==> config.mk <==
export PLATFORM = sky130hd
export DESIGN_NAME = mipsRtypeCore
export DESIGN_NICKNAME = d
export VERILOG_FILES = /design/src/hw/mipsPkg.sv /design/src/hw/mipsController.sv /design/src/hw/aluDecoder.sv /design/src/hw/registerFile.sv /design/src/hw/aluExecute.sv /design/src/hw/mipsRtypeCore.sv
export SDC_FILE = /design/constraint.sdc
export NUM_CORES = 2
export LEC_CHECK = 0
export BUFFER_PORTS_ARGS = -buffer_cell sky130_fd_sc_hd__buf_2
export CAP_MARGIN = 20
export CORE_UTILIZATION = 55
export CTS_CLUSTER_SIZE = 14
export DETAILED_ROUTE_END_ITERATION = 10
export PLACE_DENSITY = 0.75
export SETUP_SLACK_MARGIN = 0.05
export SLEW_MARGIN = 10
export SYNTH_ARGS = -nofsm -noshare
export SYNTH_HDL_FRONTEND = slang
export SYNTH_HIERARCHICAL = 1
export SYNTH_SLANG_ARGS = --single-unit
export TNS_END_PERCENT = 30
==> constraint.sdc <==
create_clock -name clk -period 5.2 [get_ports clk]
set_input_delay 1.04 -clock clk [delete_from_list [all_inputs] [get_ports clk]]
set_output_delay 1.04 -clock clk [all_outputs]
set_load 0.02 [all_outputs]
==> src/hw/mipsPkg.sv <==
package mipsPkg;

	////////////////////////////////////////////////////////////
	// widths fixed by the ISA
	////////////////////////////////////////////////////////////

	// data and instruction word
	typedef logic [31:0] wordT;
	// one of 32 registers
	typedef logic [4:0] regAddrT;
	// low six bits of an R-type word
	typedef logic [5:0] functT;

	////////////////////////////////////////////////////////////
	// alu operations
	////////////////////////////////////////////////////////////

	// aluNone marks an instruction that never reaches execute
	typedef enum logic [3:0] {
		aluAdd, aluSub, aluAnd, aluOr, aluXor, aluNor, aluSlt,
		aluSll, aluSrl, aluSra,
		aluNone
	} aluOpT;

	// funct codes of the supported R-type instructions
	localparam functT functSll = 6'h00;
	localparam functT functSrl = 6'h02;
	localparam functT functSra = 6'h03;
	localparam functT functAdd = 6'h20;
	localparam functT functSub = 6'h22;
	localparam functT functAnd = 6'h24;
	localparam functT functOr  = 6'h25;
	localparam functT functXor = 6'h26;
	localparam functT functNor = 6'h27;
	localparam functT functSlt = 6'h2a;

	// every R-type word carries opcode zero
	localparam logic [5:0] opRtype = 6'h00;

endpackage

==> src/hw/mipsController.sv <==
`timescale 1ns/1ns

module mipsController (
	input  logic       clk,
	input  logic       rst,
	input  logic       instrValid,
	input  logic       wbReady,
	input  logic       illegal,
	input  logic [5:0] opcode,
	output logic       instrReady,
	output logic       execEnable,
	output logic       wbValid,
	output logic       regWrite
);

	// one state per step of the multicycle sequence
	typedef enum logic [1:0] {
		fetch,
		decode,
		execute,
		writeBack
	} stateT;

	stateT state;
	stateT nextState;

	////////////////////////////////////////////////////////////
	// next state
	////////////////////////////////////////////////////////////

	always_comb begin
		nextState = state;
		case (state)
			// wait for the host to offer a word
			fetch: begin
				if (instrValid) begin
					nextState = decode;
				end
			end
			// non R-type or unknown funct is dropped here
			decode: begin
				if ((opcode != mipsPkg::opRtype) || illegal) begin
					nextState = fetch;
				end else begin
					nextState = execute;
				end
			end
			// result register loads this cycle
			execute: begin
				nextState = writeBack;
			end
			// hold until the sink takes the write-back
			writeBack: begin
				if (wbReady) begin
					nextState = fetch;
				end
			end
			default: begin
				nextState = fetch;
			end
		endcase
	end

	////////////////////////////////////////////////////////////
	// state and registered outputs
	////////////////////////////////////////////////////////////

	// outputs follow the state they are entering
	always_ff @(posedge clk) begin
		if (rst) begin
			state      <= fetch;
			instrReady <= 1'b1;
			execEnable <= 1'b0;
			wbValid    <= 1'b0;
		end else begin
			state      <= nextState;
			instrReady <= (nextState == fetch);
			execEnable <= (nextState == execute);
			wbValid    <= (nextState == writeBack);
		end
	end

	// register write happens exactly on the write-back transfer
	assign regWrite = wbValid && wbReady;

	// each registered output marks its own state
	stateOutputs: assert property (@(posedge clk) disable iff (rst)
		(instrReady == (state == fetch)) && (execEnable == (state == execute))
		&& (wbValid == (state == writeBack)));

	// a stalled write-back is never withdrawn
	wbHeld: assert property (@(posedge clk) disable iff (rst)
		wbValid && !wbReady |=> wbValid);

endmodule

==> src/hw/aluDecoder.sv <==
`timescale 1ns/1ns

module aluDecoder (
	input  mipsPkg::functT funct,
	output mipsPkg::aluOpT aluOp,
	output logic           illegal
);

	// R-type only, so funct alone picks the operation
	always_comb begin
		illegal = 1'b0;
		case (funct)
			// arithmetic that wraps on overflow
			mipsPkg::functAdd: aluOp = mipsPkg::aluAdd;
			mipsPkg::functSub: aluOp = mipsPkg::aluSub;
			// bitwise logic
			mipsPkg::functAnd: aluOp = mipsPkg::aluAnd;
			mipsPkg::functOr:  aluOp = mipsPkg::aluOr;
			mipsPkg::functXor: aluOp = mipsPkg::aluXor;
			mipsPkg::functNor: aluOp = mipsPkg::aluNor;
			// signed compare
			mipsPkg::functSlt: aluOp = mipsPkg::aluSlt;
			// shifts by shamt
			mipsPkg::functSll: aluOp = mipsPkg::aluSll;
			mipsPkg::functSrl: aluOp = mipsPkg::aluSrl;
			mipsPkg::functSra: aluOp = mipsPkg::aluSra;
			// anything else gets dropped in decode
			default: begin
				aluOp   = mipsPkg::aluNone;
				illegal = 1'b1;
			end
		endcase
	end

endmodule

==> src/hw/registerFile.sv <==
`timescale 1ns/1ns

module registerFile (
	input  logic             clk,
	input  logic             rst,
	input  mipsPkg::regAddrT raddrA,
	input  mipsPkg::regAddrT raddrB,
	output mipsPkg::wordT    rdataA,
	output mipsPkg::wordT    rdataB,
	input  logic             we,
	input  mipsPkg::regAddrT waddr,
	input  mipsPkg::wordT    wdata,
	input  logic             hostWe,
	input  mipsPkg::regAddrT hostAddr,
	input  mipsPkg::wordT    hostData
);

	mipsPkg::wordT regs [32];

	////////////////////////////////////////////////////////////
	// write side
	////////////////////////////////////////////////////////////

	// core write wins over the host port
	// register zero is never written
	always_ff @(posedge clk) begin
		if (rst) begin
			for (int i = 0; i < 32; i++) begin
				regs[i] <= '0;
			end
		end else if (we) begin
			if (waddr != '0) begin
				regs[waddr] <= wdata;
			end
		end else if (hostWe) begin
			if (hostAddr != '0) begin
				regs[hostAddr] <= hostData;
			end
		end
	end

	// asynchronous reads for rs and rt
	assign rdataA = regs[raddrA];
	assign rdataB = regs[raddrB];

	// zero stays zero whichever port writes it
	zeroReg: assert property (@(posedge clk) disable iff (rst)
		regs[0] == '0);

endmodule

==> src/hw/aluExecute.sv <==
`timescale 1ns/1ns

module aluExecute (
	input  logic           clk,
	input  logic           rst,
	input  logic           enable,
	input  mipsPkg::aluOpT aluOp,
	input  mipsPkg::wordT  opA,
	input  mipsPkg::wordT  opB,
	input  logic [4:0]     shamt,
	output mipsPkg::wordT  result
);

	mipsPkg::wordT aluOut;

	////////////////////////////////////////////////////////////
	// combinational alu
	////////////////////////////////////////////////////////////

	always_comb begin
		case (aluOp)
			// plain 32-bit wrap without a trap
			mipsPkg::aluAdd: aluOut = opA + opB;
			mipsPkg::aluSub: aluOut = opA - opB;
			mipsPkg::aluAnd: aluOut = opA & opB;
			mipsPkg::aluOr:  aluOut = opA | opB;
			mipsPkg::aluXor: aluOut = opA ^ opB;
			mipsPkg::aluNor: aluOut = ~(opA | opB);
			// signed compare giving 0 or 1
			mipsPkg::aluSlt: aluOut = ($signed(opA) < $signed(opB)) ? 32'd1 : 32'd0;
			// shifts act on rt only
			mipsPkg::aluSll: aluOut = opB << shamt;
			mipsPkg::aluSrl: aluOut = opB >> shamt;
			// arithmetic shift keeps the sign
			mipsPkg::aluSra: aluOut = $signed(opB) >>> shamt;
			default:         aluOut = '0;
		endcase
	end

	////////////////////////////////////////////////////////////
	// result register
	////////////////////////////////////////////////////////////

	// loads in execute and holds through write-back stalls
	always_ff @(posedge clk) begin
		if (rst) begin
			result <= '0;
		end else if (enable) begin
			result <= aluOut;
		end
	end

	// decode must have dropped anything without an operation
	noExecNone: assert property (@(posedge clk) disable iff (rst)
		enable |-> aluOp != mipsPkg::aluNone);

endmodule

==> src/hw/mipsRtypeCore.sv <==
`timescale 1ns/1ns

module mipsRtypeCore (
	input  logic             clk,
	input  logic             rst,
	input  logic             instrValid,
	input  mipsPkg::wordT    instr,
	output logic             instrReady,
	output logic             wbValid,
	output mipsPkg::regAddrT wbAddr,
	output mipsPkg::wordT    wbData,
	input  logic             wbReady,
	input  logic             hostWe,
	input  mipsPkg::regAddrT hostAddr,
	input  mipsPkg::wordT    hostData
);

	mipsPkg::wordT    instrReg;
	mipsPkg::wordT    rdataA;
	mipsPkg::wordT    rdataB;
	mipsPkg::functT   funct;
	mipsPkg::aluOpT   aluOp;
	mipsPkg::regAddrT rs;
	mipsPkg::regAddrT rt;
	logic [5:0]       opcode;
	logic [4:0]       shamt;
	logic             illegal;
	logic             execEnable;
	logic             regWrite;

	////////////////////////////////////////////////////////////
	// instruction register and fields
	////////////////////////////////////////////////////////////

	// latched on the handshake and held until the next accept
	always_ff @(posedge clk) begin
		if (instrValid && instrReady) begin
			instrReg <= instr;
		end
	end

	assign opcode = instrReg[31:26];
	assign rs     = instrReg[25:21];
	assign rt     = instrReg[20:16];
	// rd goes straight out as the write-back address
	assign wbAddr = instrReg[15:11];
	assign shamt  = instrReg[10:6];
	assign funct  = instrReg[5:0];

	////////////////////////////////////////////////////////////
	// blocks
	////////////////////////////////////////////////////////////

	mipsController ctrl (.clk(clk), .rst(rst), .instrValid(instrValid), .wbReady(wbReady),
		.illegal(illegal), .opcode(opcode), .instrReady(instrReady),
		.execEnable(execEnable), .wbValid(wbValid), .regWrite(regWrite));

	// decoder and register file work side by side in decode
	aluDecoder dec (.funct(funct), .aluOp(aluOp), .illegal(illegal));

	registerFile regFile (.clk(clk), .rst(rst), .raddrA(rs), .raddrB(rt),
		.rdataA(rdataA), .rdataB(rdataB), .we(regWrite), .waddr(wbAddr),
		.wdata(wbData), .hostWe(hostWe), .hostAddr(hostAddr), .hostData(hostData));

	aluExecute exec (.clk(clk), .rst(rst), .enable(execEnable), .aluOp(aluOp),
		.opA(rdataA), .opB(rdataB), .shamt(shamt), .result(wbData));

endmodule

==> flow_summary.ini <==
[logic_synthesis]
synth_compound_area_frac = 0.114
syn_area_um2 = 66000
synthArstFlopShare = 0
dominant_combinational_cell_family_by_area_after_synthesis = multiplexers
synthesis.area_per_instance_um2 = 10.5
synthSimpleGateAreaFrac = 0.133
ys.warnings.count = 6
synth-xor-area-share = 0.00226
post_synth_fa_ha_maj_area_fraction = 0.0190
synth.ff_latch_count = 1093
number_of_flops_mapped_to_enable_cells_by_yosys = 1056
synthesis.instances = 6257
synthDistinctLibCells = 107
synthFlopType = sky130_fd_sc_hd__edfxtp_1
yosysSeqAreaShare = 0.492
synth.mux.area_fraction = 0.196

[setup_path]
timing.critical_path.cells = nor2b_4 > buf_4 > buf_4 > a22oi_1 > a31oi_1 > nand3_1 > inv_1 > ha_1 > nor3_2 > nor3b_1 > o211ai_1 > buf_4 > nand3_1 > nand2_1 > nand3_1 > mux2i_1 > o21ai_1
setup.reg_to_reg.worst_slack_ns = 0.06
critPathArrivalTime_ns = 5.75
critPathRequiredTime_ns = 5.81
crit_slowest_cell = sky130_fd_sc_hd__nor3b_1
rr_worst_depth = 17
timing.rr.end = exec/result[25]
delay_heaviest_family_cp = simple AND/OR/NAND/NOR gates
setup.worst_path.end_class = flip-flop
cp.buffers_inverters = 4
setup.worst_path.start_class = flip-flop
critical_path.max_stage_delay_ns = 0.50
critPathMaxFanout = 29
crit-reg2reg-launch = instrReg[21]
worstSetupPathType = reg -> reg
cp-startpoint = instrReg[21]

[hold_path]
worst_hold_path.num_cells = 1
worst_hold_path_type = in -> reg
hold_path.startpoint = instr[15]
min_delay_worst_endpoint = instrReg[15]

[sta]
timing.final.setup_violations = 0
fin_setup_tns_ns = 0
fin_crit_sh = 0.989
timing.final.crit_period_ns = 5.14
slew_violations = 0
finalHoldWorstSlack_ns = 0.487
final.setup_skew_ns = 0.0370
hold_violations = 0
setup_repair_after_global_routing_missed_its_margin = yes
slew_at_the_pin_closest_to_its_max_slew_limit_ns = 1.11
achievable-frequency_mhz = 195
maxSlewHeadroom = 0.258

[grt]
track_usage = 0.393
grt_start_max_net_pins = 77
grt_pass1_vias = 54000
globalRoute.totalOverflow = 0
initial_antenna_violation_count = 5
first_pass_grt_wire_length_um = 352000

[clock_tree]
clock_tree_from_tritoncts = yes
cts-buffers-inserted = 116
cts-root-buf = sky130_fd_sc_hd__clkbuf_16
htree_num_levels = 3
count_of_hold_buffers_inserted_by_post_cts_repair = 0
cts-root-to-sink-buffers = 3
clock-sinks = 1093
clk-insertion-delay-late_ns = 0.73
worst_setup_hold_path_clk_slew_ns = 0.06

[cells_and_area]
final_layout_size_suffix_gt1_frac = 0.150
layout.cells.most_common_list = 1110 x sky130_fd_sc_hd__nor2_1, 1080 x sky130_fd_sc_hd__mux2i_1, 1056 x sky130_fd_sc_hd__edfxtp_1
final_core_utilization = 0.630
final-instance-count-excl-fill = 8143
flow.area_growth_from_synthesis_pct = 13.2
layout.cells.most_common = sky130_fd_sc_hd__nor2_1
stdcell_area_um2 = 74700
design.final.nets = 6619

[floorplan]
die_h_um = 348
dieArea_um2 = 121000
placeableCoreArea_um2 = 119000
io-pin-count = 113
fp.dieW_um = 348
initial_core_util = 0.556
std_cell_rows = 126

[place]
dp_hpwl_um = 160000
placed_cells = 7926
gp_congestion = 1.02
portBuffers = 112
place_area_um2 = 70900

[flow_run]
maxCapViolations = 0

[power]
peakVddDrop_mv = 0.330
pwr_density_cell_nw_per_um2 = 314
power_leakage_nw = 29.1

[detailed_routing]
wirelength_um = 245000
avg_wl_per_cell_um = 30.1
initial_drt_pass_iterations = 8
dr_total_vias = 55800
drc_errors = 0
route.antenna.remaining_nets = 0
routed_via_density = 6.85
drtIter0Drc = 8531

[outcome]
run_status = completed
==> cell type report <==
class                           instances  area [um^2]
Fill cell                            9366        43900
Inverter                              108          405
Timing Repair Buffer                  599         4980
Sequential cell                      1093        32500
Clock buffer                          155         3130
Antenna cell                            1         2.50
Tap cell                             1600         2000
Multi-Input combinational cell       4528        31200
Clock inverter                         59          485
==> per-stage QoR <==
step | total power, W | setup WS, ns
after floorplan | 0.0133 | 0.224
after global placement | 0.0152 | 0.0989
after detailed placement | 0.0153 | 0.0792
after CTS | 0.0232 | 0.0556
after global routing | 0.0240 | 0.0127
final | 0.0234 | 0.0593
==> cell usage after synthesis (16+ instances only) <==
cell type	number	area (um^2)
sky130_fd_sc_hd__ha_1	97	1210
sky130_fd_sc_hd__buf_1	64	240
sky130_fd_sc_hd__buf_6	16	180
sky130_fd_sc_hd__mux2i_2	30	413
sky130_fd_sc_hd__o21ai_1	47	235
sky130_fd_sc_hd__nor3_1	151	756
sky130_fd_sc_hd__a21oi_1	314	1570
sky130_fd_sc_hd__nand2b_1	18	113
sky130_fd_sc_hd__nand2_1	414	1550
sky130_fd_sc_hd__mux2_2	39	439
sky130_fd_sc_hd__inv_1	102	383
sky130_fd_sc_hd__a31oi_1	83	519
sky130_fd_sc_hd__edfxtp_1	1056	31700
sky130_fd_sc_hd__clkbuf_1	281	1050
sky130_fd_sc_hd__buf_4	18	135
sky130_fd_sc_hd__a21o_1	16	120
sky130_fd_sc_hd__o31ai_1	17	128
sky130_fd_sc_hd__nand3_1	249	1250
sky130_fd_sc_hd__o211ai_1	25	188
sky130_fd_sc_hd__a22o_1	131	1150
sky130_fd_sc_hd__nor2_1	1112	4170
sky130_fd_sc_hd__a211oi_1	25	188
sky130_fd_sc_hd__dfxtp_1	37	741
sky130_fd_sc_hd__buf_2	178	891
sky130_fd_sc_hd__nor2b_1	17	106
sky130_fd_sc_hd__or3_1	19	119
sky130_fd_sc_hd__o21ai_0	86	430
sky130_fd_sc_hd__mux2i_1	1082	10800
sky130_fd_sc_hd__a221oi_1	31	272
sky130_fd_sc_hd__a22oi_1	209	1570
sky130_fd_sc_hd__mux4_2	52	1170
==> where the power goes <==
part           internal, W  switching [W]  leakage [nW]  total (W)
clock network      0.00451        0.00355          1.75    0.00805
registers          0.00998       0.000206          11.2     0.0102
logic              0.00192        0.00325          16.1    0.00517
total               0.0164        0.00700          29.1     0.0234
==> logic make-up (layout without fill, tap and decap cells) <==
group | after synthesis | after routing
AO/OA/AOI/OAI | 1102 | 1102
XOR/XNOR | 17 | 17
adder cells (fa/ha/maj) | 99 | 99
buffers and inverters | 667 | 921
flip-flops | 1093 | 1093
multiplexers | 1205 | 1205
other | 1 | 33
AND/OR/NAND/NOR | 2073 | 2073
==> timing repair <==
item | CTS | global route
buffers inserted | 0 | 1
endpoints found under the setup margin | 0 | 17
hold endpoints to repair | 0 | 0
resized for setup | 0 | 31
==> registers in the layout, summed over array words and instances, names as in the netlist <==
name	cells
ctrl/state	2
ctrl/wbValid	1
regFile/regs	1024
instrReg	32
exec/result	32
ctrl/instrReady	1
ctrl/execEnable	1
==> how the worst max path moves through the flow <==
stage                                    end  cells past startpoint
after floorplan           regFile/regs[8][0]                      6
after global placement       exec/result[25]                     16
after detailed placement     exec/result[31]                     22
after CTS                     exec/result[0]                     23
after global routing         exec/result[28]                     19
final                        exec/result[25]                     17
==> routing by layer <==
| metal | track usage | wire length (um) | part of all wire |
|---|---|---|---|
| met5 | 0 | 69 | 0.00028 |
| met4 | 0.220 | 16100 | 0.066 |
| met3 | 0.0998 | 33700 | 0.14 |
| met2 | 0.582 | 104000 | 0.43 |
| met1 | 0.528 | 90700 | 0.37 |
(Power assumes the default switching activity.)
